`src/fp_pkg.sv`:
```
package fp_pkg;

	// ====================================================================
	// binary32 format
	// ====================================================================

	// full operand width in bits
	localparam int fp_wid = 32;

	// top bit of the 8-bit biased exponent field
	localparam int fp_emsb = 7;

	// top bit of the 23-bit fraction field
	localparam int fp_fmsb = 22;

	// sign sits at fp_wid-1
	// exponent occupies fp_wid-2 down to fp_fmsb+1
	// fraction occupies fp_fmsb down to 0

	// ====================================================================
	// compare predicates
	// ====================================================================

	// eq  true when a == b
	// ne  true when a != b or when either operand is nan
	// lt  true when a < b
	// le  true when a <= b
	// gt  true when a > b
	// ge  true when a >= b
	// or  true when both operands are ordered
	// un  true when at least one operand is nan
	//
	// lt/le/gt/ge are the signaling predicates
	// any nan operand on these raises invalid
	// eq/ne/or/un are quiet and only a signaling nan raises invalid
	typedef enum logic [2:0] {
		cmp_eq = 3'd0,
		cmp_ne = 3'd1,
		cmp_lt = 3'd2,
		cmp_le = 3'd3,
		cmp_gt = 3'd4,
		cmp_ge = 3'd5,
		cmp_or = 3'd6,
		cmp_un = 3'd7
	} cmp_op_e;

	// ====================================================================
	// condition vector layout
	// ====================================================================

	// a equals b
	// forced low when unordered
	localparam int cond_eq  = 0;

	// a less than b
	// forced low when unordered
	localparam int cond_lt  = 1;

	// a less than or equal to b
	// forced low when unordered
	localparam int cond_le  = 2;

	// raw magnitude of a below magnitude of b
	// ignores sign and nan
	localparam int cond_mlt = 3;

	// either operand is a nan
	localparam int cond_un  = 4;

	// number of condition bits
	localparam int cond_w   = 5;

endpackage

```
`src/fp_parts_if.sv`:
```
// one binary32 operand split into fields and class flags
// plain combinational levels with no handshake
interface fp_parts_if;

	// sign bit
	logic                   sgn;
	// biased exponent
	logic [fp_pkg::fp_emsb:0] exp;
	// stored fraction without the hidden bit
	logic [fp_pkg::fp_fmsb:0] man;

	// class flags
	logic                   zero;
	logic                   nan;
	logic                   qnan;
	logic                   snan;

	// decomposer side
	modport src (output sgn, exp, man, zero, nan, qnan, snan);

	// comparator side
	modport dst (input sgn, exp, man, zero, nan, qnan, snan);

endinterface

```
`src/fp_decomp.sv`:
```
// split a binary32 word into fields and classify it
module fp_decomp (
	input  logic [fp_pkg::fp_wid-1:0] i,
	fp_parts_if.src                   parts
);

	// ====================================================================
	// field slicing
	// ====================================================================

	// biased exponent field
	logic [fp_pkg::fp_emsb:0] exp_f;
	// fraction field
	logic [fp_pkg::fp_fmsb:0] frac_f;
	// exponent is all ones
	logic                     exp_ones;
	// exponent is all zeros
	logic                     exp_zero;
	// fraction has at least one bit set
	logic                     frac_nz;

	assign exp_f  = i[fp_pkg::fp_wid-2:fp_pkg::fp_fmsb+1];
	assign frac_f = i[fp_pkg::fp_fmsb:0];

	assign exp_ones = &exp_f;
	assign exp_zero = ~|exp_f;
	assign frac_nz  = |frac_f;

	// sign is the top bit
	assign parts.sgn = i[fp_pkg::fp_wid-1];
	assign parts.exp = exp_f;
	assign parts.man = frac_f;

	// ====================================================================
	// classification
	// ====================================================================

	// both signed zeros land here
	assign parts.zero = exp_zero & ~frac_nz;

	// all-ones exponent with any fraction bit set
	// infinity has a zero fraction and is not a nan
	assign parts.nan = exp_ones & frac_nz;

	// the fraction msb is the quiet bit
	assign parts.qnan = exp_ones & frac_f[fp_pkg::fp_fmsb];

	// quiet bit clear but some lower bit set
	assign parts.snan = exp_ones & ~frac_f[fp_pkg::fp_fmsb] & (|frac_f[fp_pkg::fp_fmsb-1:0]);

	// the two nan kinds split the nan class exactly
	always_comb
	begin
		assert (!(parts.qnan && parts.snan))
			else $error("fp_decomp: qnan and snan both set");
		assert (parts.nan == (parts.qnan | parts.snan))
			else $error("fp_decomp: nan differs from qnan|snan");
	end

endmodule

```
`src/fp_cmp_unit.sv`:
```
// combinational compare of two decomposed binary32 operands
module fp_cmp_unit (
	// clk and arst_n only sample the assertions below
	// nothing in the compare path is clocked
	input  logic                    clk,
	input  logic                    arst_n,
	fp_parts_if.dst                 pa,
	fp_parts_if.dst                 pb,
	output logic [fp_pkg::cond_w-1:0] cond,
	output logic                    snan_any
);

	// ====================================================================
	// magnitude compare
	// ====================================================================

	// exponent over fraction orders magnitudes as plain integers
	// subnormals need no special case since their exponent is zero
	logic [fp_pkg::fp_wid-2:0] mag_a;
	logic [fp_pkg::fp_wid-2:0] mag_b;
	logic                      mlt;
	logic                      mgt;
	logic                      meq;

	assign mag_a = {pa.exp, pa.man};
	assign mag_b = {pb.exp, pb.man};

	assign mlt = mag_a < mag_b;
	assign mgt = mag_a > mag_b;
	assign meq = mag_a == mag_b;

	// ====================================================================
	// signed compare
	// ====================================================================

	logic both_zero;
	logic unord;
	logic eq_raw;
	logic lt_raw;
	logic le_raw;
	logic eq;
	logic lt;
	logic le;

	// +0 and -0 compare equal
	assign both_zero = pa.zero & pb.zero;

	// any nan makes the pair unordered
	assign unord = pa.nan | pb.nan;

	// identical bit patterns or two zeros
	assign eq_raw = both_zero | ((pa.sgn == pb.sgn) & meq);

	// signs differ
	//   a is less when a is negative, unless both are zero
	// both negative
	//   larger magnitude is the smaller number
	// both positive
	//   plain magnitude order
	assign lt_raw = (pa.sgn ^ pb.sgn) ? (pa.sgn & ~both_zero) :
		pa.sgn ? mgt : mlt;

	// a <= b straight from the magnitude compare
	// signs differ
	//   a is not above b when a is negative or both are zero
	// both negative
	//   magnitude of a is not below that of b
	// both positive
	//   magnitude of a is not above that of b
	assign le_raw = (pa.sgn ^ pb.sgn) ? (pa.sgn | both_zero) :
		pa.sgn ? ~mlt : ~mgt;

	// unordered pairs are neither equal nor less
	assign eq = eq_raw & ~unord;
	assign lt = lt_raw & ~unord;
	assign le = le_raw & ~unord;

	// ====================================================================
	// outputs
	// ====================================================================

	always_comb
	begin
		cond                   = '0;
		cond[fp_pkg::cond_eq]  = eq;
		cond[fp_pkg::cond_lt]  = lt;
		cond[fp_pkg::cond_le]  = le;
		// mlt stays raw magnitude-less
		cond[fp_pkg::cond_mlt] = mlt;
		cond[fp_pkg::cond_un]  = unord;
	end

	// either operand signaling
	assign snan_any = pa.snan | pb.snan;

	// ====================================================================
	// checks
	// ====================================================================

	// equal and less are exclusive
	a_eq_lt_excl: assert property (@(posedge clk) disable iff (!arst_n)
		!(cond[fp_pkg::cond_eq] && cond[fp_pkg::cond_lt]))
		else $error("fp_cmp_unit: eq and lt both set");

	// le is the union of lt and eq
	a_le_union: assert property (@(posedge clk) disable iff (!arst_n)
		cond[fp_pkg::cond_le] == (cond[fp_pkg::cond_lt] | cond[fp_pkg::cond_eq]))
		else $error("fp_cmp_unit: le differs from lt|eq");

endmodule

```
`src/fp_cmp_stage.sv`:
```
// predicate select and result register
// also holds the sticky invalid flag
module fp_cmp_stage (
	input  logic                      clk,
	input  logic                      arst_n,
	input  logic                      in_valid,
	input  fp_pkg::cmp_op_e           op,
	input  logic [fp_pkg::cond_w-1:0] cond,
	input  logic                      snan_any,
	input  logic                      clr_flags,
	output logic                      out_valid,
	output logic                      res,
	output logic [fp_pkg::cond_w-1:0] cond_out,
	output logic                      nanx,
	output logic                      invalid_flag
);

	// ====================================================================
	// predicate select
	// ====================================================================

	// named condition bits
	logic c_eq;
	logic c_lt;
	logic c_le;
	logic c_un;

	assign c_eq = cond[fp_pkg::cond_eq];
	assign c_lt = cond[fp_pkg::cond_lt];
	assign c_le = cond[fp_pkg::cond_le];
	assign c_un = cond[fp_pkg::cond_un];

	// selected predicate
	logic sel_res;
	// exception for this compare
	logic exc;

	always_comb
	begin
		sel_res = 1'b0;
		exc     = 1'b0;
		unique case (op)
			fp_pkg::cmp_eq:
			begin
				sel_res = c_eq;
				exc     = snan_any;
			end
			fp_pkg::cmp_ne:
			begin
				// nan operands are never equal
				sel_res = ~c_eq;
				exc     = snan_any;
			end
			fp_pkg::cmp_lt:
			begin
				sel_res = c_lt;
				exc     = c_un;
			end
			fp_pkg::cmp_le:
			begin
				sel_res = c_le;
				exc     = c_un;
			end
			fp_pkg::cmp_gt:
			begin
				// gt is the complement of le within ordered pairs
				sel_res = ~c_le & ~c_un;
				exc     = c_un;
			end
			fp_pkg::cmp_ge:
			begin
				sel_res = ~c_lt & ~c_un;
				exc     = c_un;
			end
			fp_pkg::cmp_or:
			begin
				sel_res = ~c_un;
				exc     = snan_any;
			end
			fp_pkg::cmp_un:
			begin
				sel_res = c_un;
				exc     = snan_any;
			end
		endcase
	end

	// ====================================================================
	// result registers
	// ====================================================================

	always_ff @(posedge clk or negedge arst_n)
	begin
		if (!arst_n)
		begin
			out_valid    <= 1'b0;
			res          <= 1'b0;
			cond_out     <= '0;
			nanx         <= 1'b0;
			invalid_flag <= 1'b0;
		end
		else
		begin
			// one cycle from strobe to result
			out_valid <= in_valid;
			// exception is a pulse aligned to out_valid
			nanx      <= in_valid & exc;
			// result and conditions hold between samples
			if (in_valid)
			begin
				res      <= sel_res;
				cond_out <= cond;
			end
			// sticky flag with set taking priority over clear
			if (nanx)
				invalid_flag <= 1'b1;
			else if (clr_flags)
				invalid_flag <= 1'b0;
		end
	end

	// ====================================================================
	// checks
	// ====================================================================

	// an exception only comes with a result
	a_nanx_valid: assert property (@(posedge clk) disable iff (!arst_n)
		nanx |-> out_valid)
		else $error("fp_cmp_stage: nanx without out_valid");

	// every exception lands in the sticky flag
	a_flag_set: assert property (@(posedge clk) disable iff (!arst_n)
		nanx |=> invalid_flag)
		else $error("fp_cmp_stage: invalid_flag missed a nanx");

endmodule

```
`src/fp_cmp_top.sv`:
```
// registered binary32 compare unit
module fp_cmp_top (
	input  logic                      clk,
	input  logic                      arst_n,
	input  logic [fp_pkg::fp_wid-1:0] a,
	input  logic [fp_pkg::fp_wid-1:0] b,
	input  fp_pkg::cmp_op_e           op,
	input  logic                      in_valid,
	input  logic                      clr_flags,
	output logic                      out_valid,
	output logic                      res,
	output logic [fp_pkg::cond_w-1:0] cond_out,
	output logic                      nanx,
	output logic                      invalid_flag
);

	// ====================================================================
	// operand decomposition
	// ====================================================================

	fp_parts_if parts_a ();
	fp_parts_if parts_b ();

	fp_decomp u_decomp_a (
		.i     (a),
		.parts (parts_a.src)
	);

	fp_decomp u_decomp_b (
		.i     (b),
		.parts (parts_b.src)
	);

	// ====================================================================
	// compare and result stage
	// ====================================================================

	// combinational conditions for the current operands
	logic [fp_pkg::cond_w-1:0] cond;
	logic                      snan_any;

	fp_cmp_unit u_cmp_unit (
		.clk      (clk),
		.arst_n   (arst_n),
		.pa       (parts_a.dst),
		.pb       (parts_b.dst),
		.cond     (cond),
		.snan_any (snan_any)
	);

	fp_cmp_stage u_cmp_stage (
		.clk          (clk),
		.arst_n       (arst_n),
		.in_valid     (in_valid),
		.op           (op),
		.cond         (cond),
		.snan_any     (snan_any),
		.clr_flags    (clr_flags),
		.out_valid    (out_valid),
		.res          (res),
		.cond_out     (cond_out),
		.nanx         (nanx),
		.invalid_flag (invalid_flag)
	);

endmodule

```
`config.mk`:
```
export PLATFORM = sky130hd
export DESIGN_NAME = fp_cmp_top
export DESIGN_NICKNAME = d
export VERILOG_FILES = /design/src/fp_pkg.sv /design/src/fp_parts_if.sv /design/src/fp_decomp.sv /design/src/fp_cmp_unit.sv /design/src/fp_cmp_stage.sv /design/src/fp_cmp_top.sv
export SDC_FILE = /design/constraint.sdc
export NUM_CORES = 1
export LEC_CHECK = 0
export CAP_MARGIN = 5
export CORE_MARGIN = 3
export CORE_UTILIZATION = 25
export DETAILED_ROUTE_END_ITERATION = 10
export DONT_BUFFER_PORTS = 1
export GPL_ROUTABILITY_DRIVEN = 1
export SKIP_CTS_REPAIR_TIMING = 1
export SYNTH_ARGS = -nofsm -noshare
export SYNTH_HDL_FRONTEND = slang
export SYNTH_SLANG_ARGS = --single-unit
```
`constraint.sdc`:
```
create_clock -name clk -period 1.9 [get_ports clk]
set_input_delay 0.19 -clock clk [delete_from_list [all_inputs] [get_ports clk]]
set_output_delay 0.19 -clock clk [all_outputs]
set_load 0.02 [all_outputs]
```
==> results of run 1 <==
-- through the flow --
stage | power (mW) | TNS [ps] | instances | hold slack, ps | utilization (%)
after floorplan | 0.465 | -306 | 213 | -106 | -
after global placement | 0.534 | -1640 | 299 | -105 | 32.7
after detailed placement | 0.540 | -1610 | 299 | -105 | 32.7
after CTS | 0.764 | -663 | 303 | -351 | 33.4
after global routing | 0.854 | -657 | 310 | 107 | 36.2
final | 0.787 | -383 | 310 | 95.9 | 36.2
-- power groups by stage --
stage               logic, mW  registers, mW  clock network (mW)
finish                  0.317          0.252               0.219
global route            0.366          0.255               0.234
CTS                     0.287          0.253               0.224
detailed placement      0.284          0.256                   0
global placement        0.278          0.255                   0
floorplan               0.215          0.250                   0
-- registers in the layout, summed over array words and instances (netlist names) --
register / cells
u_cmp_stage.invalid_flag: 1
u_cmp_stage.nanx: 1
u_cmp_stage.res: 1
u_cmp_stage.cond_out: 5
u_cmp_stage.out_valid: 1
-- worst max path at each step --
stage           from                           to  slack [ps]  cells after the start
3_3_place_gp    a[1]  u_cmp_stage.res$_DFFE_PN0P_        -540                      8
3_5_place_dp    a[1]  u_cmp_stage.res$_DFFE_PN0P_        -550                      8
4_1_cts         a[1]  u_cmp_stage.res$_DFFE_PN0P_        -320                      8
2_1_floorplan  b[28]  u_cmp_stage.res$_DFFE_PN0P_        -270                     10
6_report        a[4]  u_cmp_stage.res$_DFFE_PN0P_        -250                      8
5_1_grt         a[4]  u_cmp_stage.res$_DFFE_PN0P_        -360                      8
-- layer usage --
metal  GRT usage, %  vias up
li1               -      839
met1           16.1      739
met2           22.9       62
met3           3.99        2
met4          0.850        0
met5              0        -
-- layout make-up --
type | instances | area share (%)
Tap cell | 75 | 4.25
Inverter | 38 | 7.59
Sequential cell | 9 | 10.2
Multi-Input combinational cell | 163 | 68.6
Clock buffer | 4 | 2.04
Timing Repair Buffer | 21 | 7.36
-- cells in the final DEF (no fill, tap or decap), types with 5 or more instances in the layout --
cell / n
nor4_4: 5
ha_1: 23
ha_4: 10
nand3_1: 6
nor2_1: 15
nand4_1: 15
dfrtp_1: 9
nand2_1: 13
a21oi_1: 12
inv_1: 29
o21ai_0: 5
buf_4: 19
inv_4: 5
nor4_1: 10
-- worst max-delay path, stage by stage --
cell and delay (ps):
nor4_2 300, nand4_1 190, or3_4 410, or3_4 390, nand2b_4 160, o211ai_1 190, nor4bb_1 90, a2111o_1 350
-- logic make-up (layout without fill, tap and decap cells) --
kind of cell             Yosys count  in the layout  share of synthesized area, %
AO/OA/AOI/OAI                     45             45                          19.8
XOR/XNOR                           2              2                          1.08
adder cells (fa/ha/maj)           33             33                          25.5
buffers and inverters             41             63                          9.57
flip-flops                         9              9                          13.9
multiplexers                       3              3                          2.08
AND/OR/NAND/NOR                   80             80                          28.1
==> flow_metrics.tcl, run 1 <==
set metrics [dict create \
    p_leak_nw 0.955 \
    route.met2.wl_mm 2.47 \
    hold_path_class "in2reg" \
    crit_type "in2reg" \
    seq_power_share_pct 32.0 \
    numCtsBuffers 3 \
    finalHoldViolCount 0 \
    ys_warn_count 0 \
    drcViolationCount 0 \
    n_antenna_cell 0 \
    syn_area_mm2 0.00162 \
    grt_pass1_wl_mm 8.03 \
    worstHoldPathCells 2 \
    power.share.clock_pct 27.8 \
    register_area_um2 225 \
    startpoint_type "input port" \
    yosys_register_bits 9 \
    synth_top_area_share_pct 25.5 \
    cts.sinks 9 \
    period_needed_ps 2150 \
    met1Wirelength_mm 2.01 \
    syn_inst 213 \
    synthArstFlopShare_pct 100 \
    combinationalPowerShare_pct 40.2 \
    rsz0062_at_grt "true" \
    synth_seq_area_share_pct 13.9 \
    maxCapViolCount 0 \
    clockBufferDepth 2 \
    fin_crit_sh_pct 113 \
    die_w_um 86.5 \
    drt_wl_total_mm 4.98 \
    core_mm2 0.00610 \
    highest_layer "met4" \
    routedWlPerCell_um 16.1 \
    place_area_mm2 0.00199 \
    ys_top_cells_by_count "38 x inv_1, 33 x ha_1, 17 x nor4_1" \
    synth.area.top_cells "ha_1 25%, dfrtp_1 14%, inv_1 8.8%, nor4_1 6.6%, nand4_1 5.8%" \
    fillers 666 \
    clock_skew_ps 0.182 \
    nets 340 \
    peakVddDrop_uv 347 \
    status "finished with violations" \
    area_growth_pct 36.3 \
    min_from "in_valid" \
    finalSetupViolations 3 \
    start_util_pct 26.6 \
    via_count 1642 \
    swShare_pct 32.9 \
    io_buffers 0 \
    post-synth-top-count-cell "inv_1" \
    fmax_mhz 465 \
    ys_types 43 \
    clkLatencyLatePin_ps 230 \
    r2r_end "u_cmp_stage.res$_DFFE_PN0P_" \
    grtUsageTotal_pct 12.9 \
    cts.clk_slew.worst_paths_ps 40 \
    cts_tree "done" \
    syn_avg_cell_area_um2 7.61 \
    internal-power_mw 0.529 \
    multi_input_area_mm2 0.00152 \
    slew_violations 0 \
    dp_slack_ps -549 \
    hold_path_end "u_cmp_stage.cond_out[4]$_DFFE_PN0P_" \
    grt_max_degree 11 \
    powerDensity_mw_per_mm2 356 \
    setup_ws_ps -251 \
    dpl.hpwl_mm 4.41 \
    slew_headroom_pct 73.0 \
    rows 28 \
    ff2ff_setup_slack_ps 880 \
    synth_fp_nets 317 \
    drive_gt1_share_pct 28.5 \
    drt_iter0_drc 102 \
    tightest_slew_ps 404 \
    crit_arrival_ps 2260 \
    ant_nets 0 \
    die_area_mm2 0.00749 \
    grt_pass1_vias 1774 \
    wl_met3_um 490 \
    cts_max_level 1 \
    cp.required_ps 2010 \
    drt_pass1_iterations 4 \
    place_congestion 0.885 \
    design_area_mm2 0.00221 \
    cts-root-buf "clkbuf_8" \
    violations "negative setup slack" \
    yosysTopAreaCell "ha_1" \
    power_switching_mw 0.259 \
    crit_fanout 3 \
    synth_edf_count 0 \
    endpoint_kind "flip-flop" \
    die_h_um 86.5 \
    viasPerCell 5.30 \
    ys.flop_type "dfrtp_1" \
    reg2regPathDepth 1 \
    grt-ovfl-total 0 \
    antenna_found_initial 0 \
    io_pins 80 \
    worstReg2RegStart "u_cmp_stage.res$_DFFE_PN0P_" \
]
No activity file was read; power rests on OpenSTA's default activity.
==> inputs of run 2 (changes only) <==
--- a/config.mk
+++ b/config.mk
@@ -6,11 +6,14 @@
 export NUM_CORES = 1
 export LEC_CHECK = 0
 export CAP_MARGIN = 5
+export CELL_PAD_IN_SITES_DETAIL_PLACEMENT = 2
+export CELL_PAD_IN_SITES_GLOBAL_PLACEMENT = 2
 export CORE_MARGIN = 3
 export CORE_UTILIZATION = 25
 export DETAILED_ROUTE_END_ITERATION = 10
 export DONT_BUFFER_PORTS = 1
 export GPL_ROUTABILITY_DRIVEN = 1
+export PLACE_DENSITY = 0.62
 export SKIP_CTS_REPAIR_TIMING = 1
 export SYNTH_ARGS = -nofsm -noshare
 export SYNTH_HDL_FRONTEND = slang
==> run 2 against run 1 <==
  * Highest routed layer unchanged
  * Hold slack is essentially flat
  * Worst setup slack lost 2.2 ps
  * The run still ends with negative setup slack left
  * Final area is 6.3% higher
  * Core utilization is 2.3 points higher
  * Non-clock buffer count up 5
==> flow_metrics.tcl, run 2 (synthesis results as in run 1) <==
set metrics [dict create \
    cts_max_level 1 \
    antenna_found_initial 0 \
    reg2regPathDepth 1 \
    finalSetupViolations 3 \
    drt_pass1_iterations 4 \
    layout_commonest_cell "inv_1" \
    maxCapViolCount 0 \
    p_leak_nw 0.987 \
    die_h_um 86.5 \
    grt_pass1_vias 2051 \
    power.share.clock_pct 26.8 \
    swShare_pct 34.5 \
    slew_headroom_pct 71.9 \
    setup_ws_ps -254 \
    hold_ws_ps 95.8 \
    hold_path_class "in2reg" \
    clockBufferDepth 2 \
    startpoint_type "input port" \
    start_util_pct 26.6 \
    worstHoldPathCells 2 \
    power_switching_mw 0.288 \
    fin_crit_sh_pct 113 \
    routedWlPerCell_um 20.0 \
    rows 28 \
    viasPerCell 5.57 \
    drt_wl_total_mm 6.31 \
    crit_arrival_ps 2330 \
    status "finished with violations" \
    grt_pass1_wl_mm 9.73 \
    drt_iter0_drc 24 \
    crit_fanout 4 \
    die_area_mm2 0.00749 \
    cp.required_ps 2080 \
    peakVddDrop_uv 249 \
    internal-power_mw 0.547 \
    grtUsageTotal_pct 15.9 \
    drcViolationCount 0 \
    nets 345 \
    rsz0062_at_grt "true" \
    via_count 1756 \
    tns_ps -386 \
    n_antenna_cell 0 \
    final_cell_mix "28 x inv_1, 24 x buf_4, 20 x ha_1" \
    powerDensity_mw_per_mm2 355 \
    io_pins 80 \
    io_buffers 0 \
    violations "negative setup slack" \
    grt-ovfl-total 0 \
    ant_nets 0 \
    drive_gt1_share_pct 36.3 \
    regMostFlops "u_cmp_stage.cond_out" \
    crit_type "in2reg" \
    endpoint_kind "flip-flop" \
    fillers 695 \
    slew_violations 0 \
    fmax_mhz 464 \
    grt_max_degree 11 \
    cts.sinks 9 \
    cts-root-buf "clkbuf_8" \
    clock_skew_ps 0.121 \
    area_growth_pct 44.9 \
    seq_power_share_pct 30.3 \
    place_area_mm2 0.00200 \
    place_congestion 0.851 \
    combinationalPowerShare_pct 42.9 \
    tightest_slew_ps 420 \
    finalHoldViolCount 0 \
    core_mm2 0.00610 \
    period_needed_ps 2150 \
    cts_tree "done" \
    design_area_mm2 0.00235 \
    cts.clk_slew.worst_paths_ps 50 \
    clkLatencyLatePin_ps 230 \
    die_w_um 86.5 \
    dpl.hpwl_mm 5.39 \
    numCtsBuffers 3 \
    largest_register_ffs 5 \
]
==> run 2: per-stage QoR <==
stage	worst slack, ps	instances	power, mW	utilization [%]
after CTS	-386	304	0.782	33.5
after global placement	-562	300	0.535	32.8
after detailed placement	-622	300	0.556	32.8
after global routing	-393	315	0.899	38.5
after floorplan	-266	213	0.465	-
final	-254	315	0.835	38.5
==> run 2: power by group through the flow <==
stage                     clock, mW  sequential [mW]  combinational (mW)
after floorplan                   0            0.250               0.215
after global placement            0            0.255               0.280
after detailed placement          0            0.258               0.298
after CTS                     0.225            0.255               0.302
after global routing          0.233            0.256               0.410
final                         0.223            0.253               0.358
==> run 2: path summary, 6_finish.rpt <==
path                                              from                                    to  slack (ps)
max                                              b[24]           u_cmp_stage.res$_DFFE_PN0P_        -250
min                                           in_valid   u_cmp_stage.cond_out[4]$_DFFE_PN0P_         100
max reg2reg                u_cmp_stage.res$_DFFE_PN0P_           u_cmp_stage.res$_DFFE_PN0P_         880
min reg2reg                 u_cmp_stage.nanx$_DFF_PN0_  u_cmp_stage.invalid_flag$_DFFE_PN0P_         620
max in group asynchronous                       arst_n       u_cmp_stage.out_valid$_DFF_PN0_        1270
min in group asynchronous                       arst_n   u_cmp_stage.cond_out[2]$_DFFE_PN0P_         330
==> run 2: cell type report <==
| type | count | area, um^2 | share of cell area [%] |
|---|---|---|---|
| Inverter | 38 | 185 | 7.88 |
| Sequential cell | 9 | 225 | 9.58 |
| Multi-Input combinational cell | 163 | 1600 | 68.1 |
| Timing Repair Buffer | 26 | 200 | 8.52 |
| Tap cell | 75 | 93.8 | 3.99 |
| Clock buffer | 4 | 45.0 | 1.92 |
==> run 2: layer usage <==
layer	GRT usage, %	wire length, um	vias to the layer above
met5	0	0	-
met4	1.98	53	0
met3	3.23	453	4
met2	29.7	3270	63
met1	19.0	2530	835
li1	-	-	854
==> run 2: critical path, stage by stage <==
cell      delay, ps
inv_8            10
ha_4            220
nand4_1         150
nor2_1           70
a221o_1         320
a211o_1         300
o21a_1          250
or4b_4          490
a41oi_2         210
a2111o_1        120
==> inputs of run 3 (changes only) <==
--- a/config.mk
+++ b/config.mk
@@ -5,15 +5,14 @@
 export SDC_FILE = /design/constraint.sdc
 export NUM_CORES = 1
 export LEC_CHECK = 0
+export ABC_AREA = 1
 export CAP_MARGIN = 5
-export CELL_PAD_IN_SITES_DETAIL_PLACEMENT = 2
-export CELL_PAD_IN_SITES_GLOBAL_PLACEMENT = 2
 export CORE_MARGIN = 3
 export CORE_UTILIZATION = 25
 export DETAILED_ROUTE_END_ITERATION = 10
 export DONT_BUFFER_PORTS = 1
 export GPL_ROUTABILITY_DRIVEN = 1
-export PLACE_DENSITY = 0.62
+export PLACE_DENSITY = 0.38
 export SKIP_CTS_REPAIR_TIMING = 1
 export SYNTH_ARGS = -nofsm -noshare
 export SYNTH_HDL_FRONTEND = slang
==> run 3 against run 2 <==
  * The run now ends clean
  * Flip-flop and latch count stayed put
  * Clock power hardly changed
  * Count of clock-buffer cells in the layout stayed put
  * Critical path type unchanged
==> flow_metrics.tcl, run 3 <==
set metrics [dict create \
    cp_cell_sequence "inv_1, ha_1, nand2_1, nor2_1, nand3b_1, nor2_1, nand3_1, nand2_2, nand2_2, nand2_1, nand2_1, nor2_2, nand2_1, nor2_1, nand2_1, nand2_1, nand2_1" \
    swShare_pct 35.5 \
    final_cell_mix "79 x nand2_1, 58 x inv_1, 49 x nor2_1" \
    clockBufferDepth 2 \
    ys_top_cells_by_count "79 x nand2_1, 58 x inv_1, 49 x nor2_1" \
    worstReg2RegStart "u_cmp_stage.cond_out[0]$_DFFE_PN0P_" \
    ff2ff_setup_slack_ps 1140 \
    dp.cells 399 \
    ys.flop_type "dfrtp_1" \
    crit_arrival_ps 1740 \
    drive_gt1_share_pct 7.12 \
    seq_power_share_pct 33.4 \
    synth_seq_area_share_pct 12.6 \
    die_area_mm2 0.00818 \
    clock_skew_ps 0.0544 \
    cts.sinks 9 \
    synth.area.top_cells "ha_1 23%, nand2_1 17%, dfrtp_1 13%, inv_1 12%, nor2_1 10%" \
    ys_types 23 \
    syn_area_mm2 0.00178 \
    synth-xor-area-share_pct 0 \
    multi_input_area_mm2 0.00133 \
    maxCapViolCount 0 \
    crit_fanout 2 \
    hold_path_class "in2reg" \
    p_leak_nw 1.07 \
    slowest_delay_ps 280 \
    synth_top_family_by_area "simple AND/OR/NAND/NOR gates" \
    fillers 792 \
    fin_crit_sh_pct 85.2 \
    drt_pass1_iterations 4 \
    place_congestion 0.785 \
    status "complete, no violations" \
    die_w_um 90.4 \
    synthArstFlopShare_pct 100 \
    syn_avg_cell_area_um2 5.88 \
    dpl.hpwl_mm 4.30 \
    start_util_pct 25.9 \
    cts-root-buf "clkbuf_8" \
    layout_commonest_cell "nand2_1" \
    clkLatencyLatePin_ps 230 \
    drt_iter0_drc 46 \
    cp.required_ps 2020 \
    finalSetupViolations 0 \
    reg2regPathDepth 2 \
    rows 30 \
    period_needed_ps 1620 \
    r2r_end "u_cmp_stage.cond_out[0]$_DFFE_PN0P_" \
    cpMostUsedCell "nand2_1" \
    antenna_found_initial 0 \
    ys_warn_count 0 \
    grt-ovfl-total 0 \
    grtUsageTotal_pct 11.4 \
    slew_violations 0 \
    startpoint_type "input port" \
    cts.clk_slew.worst_paths_ps 40 \
    viasPerCell 4.35 \
    yosysTopAreaCell "ha_1" \
    area_growth_pct 10.6 \
    core_mm2 0.00687 \
    finalHoldViolCount 0 \
    cts_max_level 1 \
    grt_pass1_wl_mm 7.69 \
    syn_inst 303 \
    internal-power_mw 0.466 \
    hold_ws_ps 54.2 \
    numCtsBuffers 3 \
    powerDensity_mw_per_mm2 367 \
    crit_path_end "u_cmp_stage.res$_DFFE_PN0P_" \
    dp_slack_ps -6.86 \
    io_pins 80 \
    synth_top_area_share_pct 23.2 \
    synth_fa_ha_area_share_pct 23.2 \
    slew_headroom_pct 73.0 \
    die_h_um 90.4 \
    power_switching_mw 0.256 \
    io_buffers 0 \
    crit_type "in2reg" \
    post-synth-top-count-cell "nand2_1" \
    synth_edf_count 0 \
    setup_ws_ps 281 \
    cts_tree "done" \
    drt_wl_total_mm 4.60 \
    tightest_slew_ps 403 \
    peakVddDrop_uv 147 \
    yosys_register_bits 9 \
    synth_fp_nets 407 \
    power_mw 0.723 \
    tns_ps 0 \
    layoutNonFillerInstCount 405 \
    setup.worst_path.start "b[6]" \
    grt_max_degree 13 \
    yosys.area_share.simple_pct 43.4 \
    register_area_um2 225 \
    rsz0062_at_grt "false" \
    regMostFlops "u_cmp_stage.cond_out" \
    nets 414 \
    fmax_mhz 618 \
    drcViolationCount 0 \
    largest_register_ffs 5 \
    ant_nets 0 \
    endpoint_kind "flip-flop" \
    cp_slowest_cell "ha_1" \
    routedWlPerCell_um 11.4 \
    grt_pass1_vias 1780 \
    combinationalPowerShare_pct 36.0 \
    synth_compound_area_share_pct 7.58 \
    power.share.clock_pct 30.6 \
    n_antenna_cell 0 \
    yosys-mux-area-fraction_pct 0 \
    via_count 1761 \
]
==> run 3: cell types whose count changed after synthesis, moves of 3 or more <==
cell and delta:
nand2_1 +66, nor2_1 +33, inv_1 +20, nor4_1 -17, nand3_1 +10, nor2_2 +8, nand2_2 +5, nand4_1 -5
mux2_2 -3, nor3_1 +3
==> run 3: through the flow <==
step / area [um^2] / util [%]
6_report: 1970 / 28.7
5_1_grt: 1970 / 28.7
4_1_cts: 1950 / 28.3
3_5_place_dp: 1900 / 27.7
3_3_place_gp: 1900 / 27.7
2_1_floorplan: 1780 / -
==> run 3: critical path: cells and delay by family <==
family / cells / cell delay (ps)
adders and majority gates: 1 / 280
buffers and inverters: 1 / 20
and+or+nand+nor: 15 / 1260
==> run 3: worst min-delay path by stage <==
stage	start	endpoint	slack (ps)	cells past startpoint
finish	clr_flags	u_cmp_stage.invalid_flag$_DFFE_PN0P_	50	1
global route	clr_flags	u_cmp_stage.invalid_flag$_DFFE_PN0P_	50	1
CTS	arst_n	u_cmp_stage.cond_out[0]$_DFFE_PN0P_	-360	0
detailed placement	arst_n	u_cmp_stage.out_valid$_DFF_PN0_	-110	0
global placement	arst_n	u_cmp_stage.cond_out[2]$_DFFE_PN0P_	-110	0
floorplan	arst_n	u_cmp_stage.cond_out[0]$_DFFE_PN0P_	-110	0
==> run 3: logic make-up (layout without fill, tap and decap cells) <==
group	count (synthesis)	in the layout
DFF	9	9
AOI/OAI and AO/OA	24	24
adders and majority gates	33	33
and+or+nand+nor	177	177
buffers and inverters	60	66
==> run 3: power by group through the flow <==
stage	clock network [mW]	registers, mW	logic, mW
after floorplan	0	0.242	0.210
after global placement	0	0.245	0.262
after detailed placement	0	0.245	0.260
after CTS	0.230	0.242	0.262
after global routing	0.241	0.243	0.315
final	0.221	0.242	0.260
==> run 3: layout make-up <==
type,instances,area share (%)
timing repair buffer,3,1.40
tap,96,6.10
multi-input combinational,234,67.3
sequential,9,11.4
inverter,59,11.5
clock buffer,4,2.29
==> run 3: layer usage <==
layer / GRT usage [%] / part of all wire, %
met1: 12.8 / 41
met2: 20.5 / 49
met3: 3.75 / 8.8
met4: 2.68 / 0.74
met5: 0 / 0
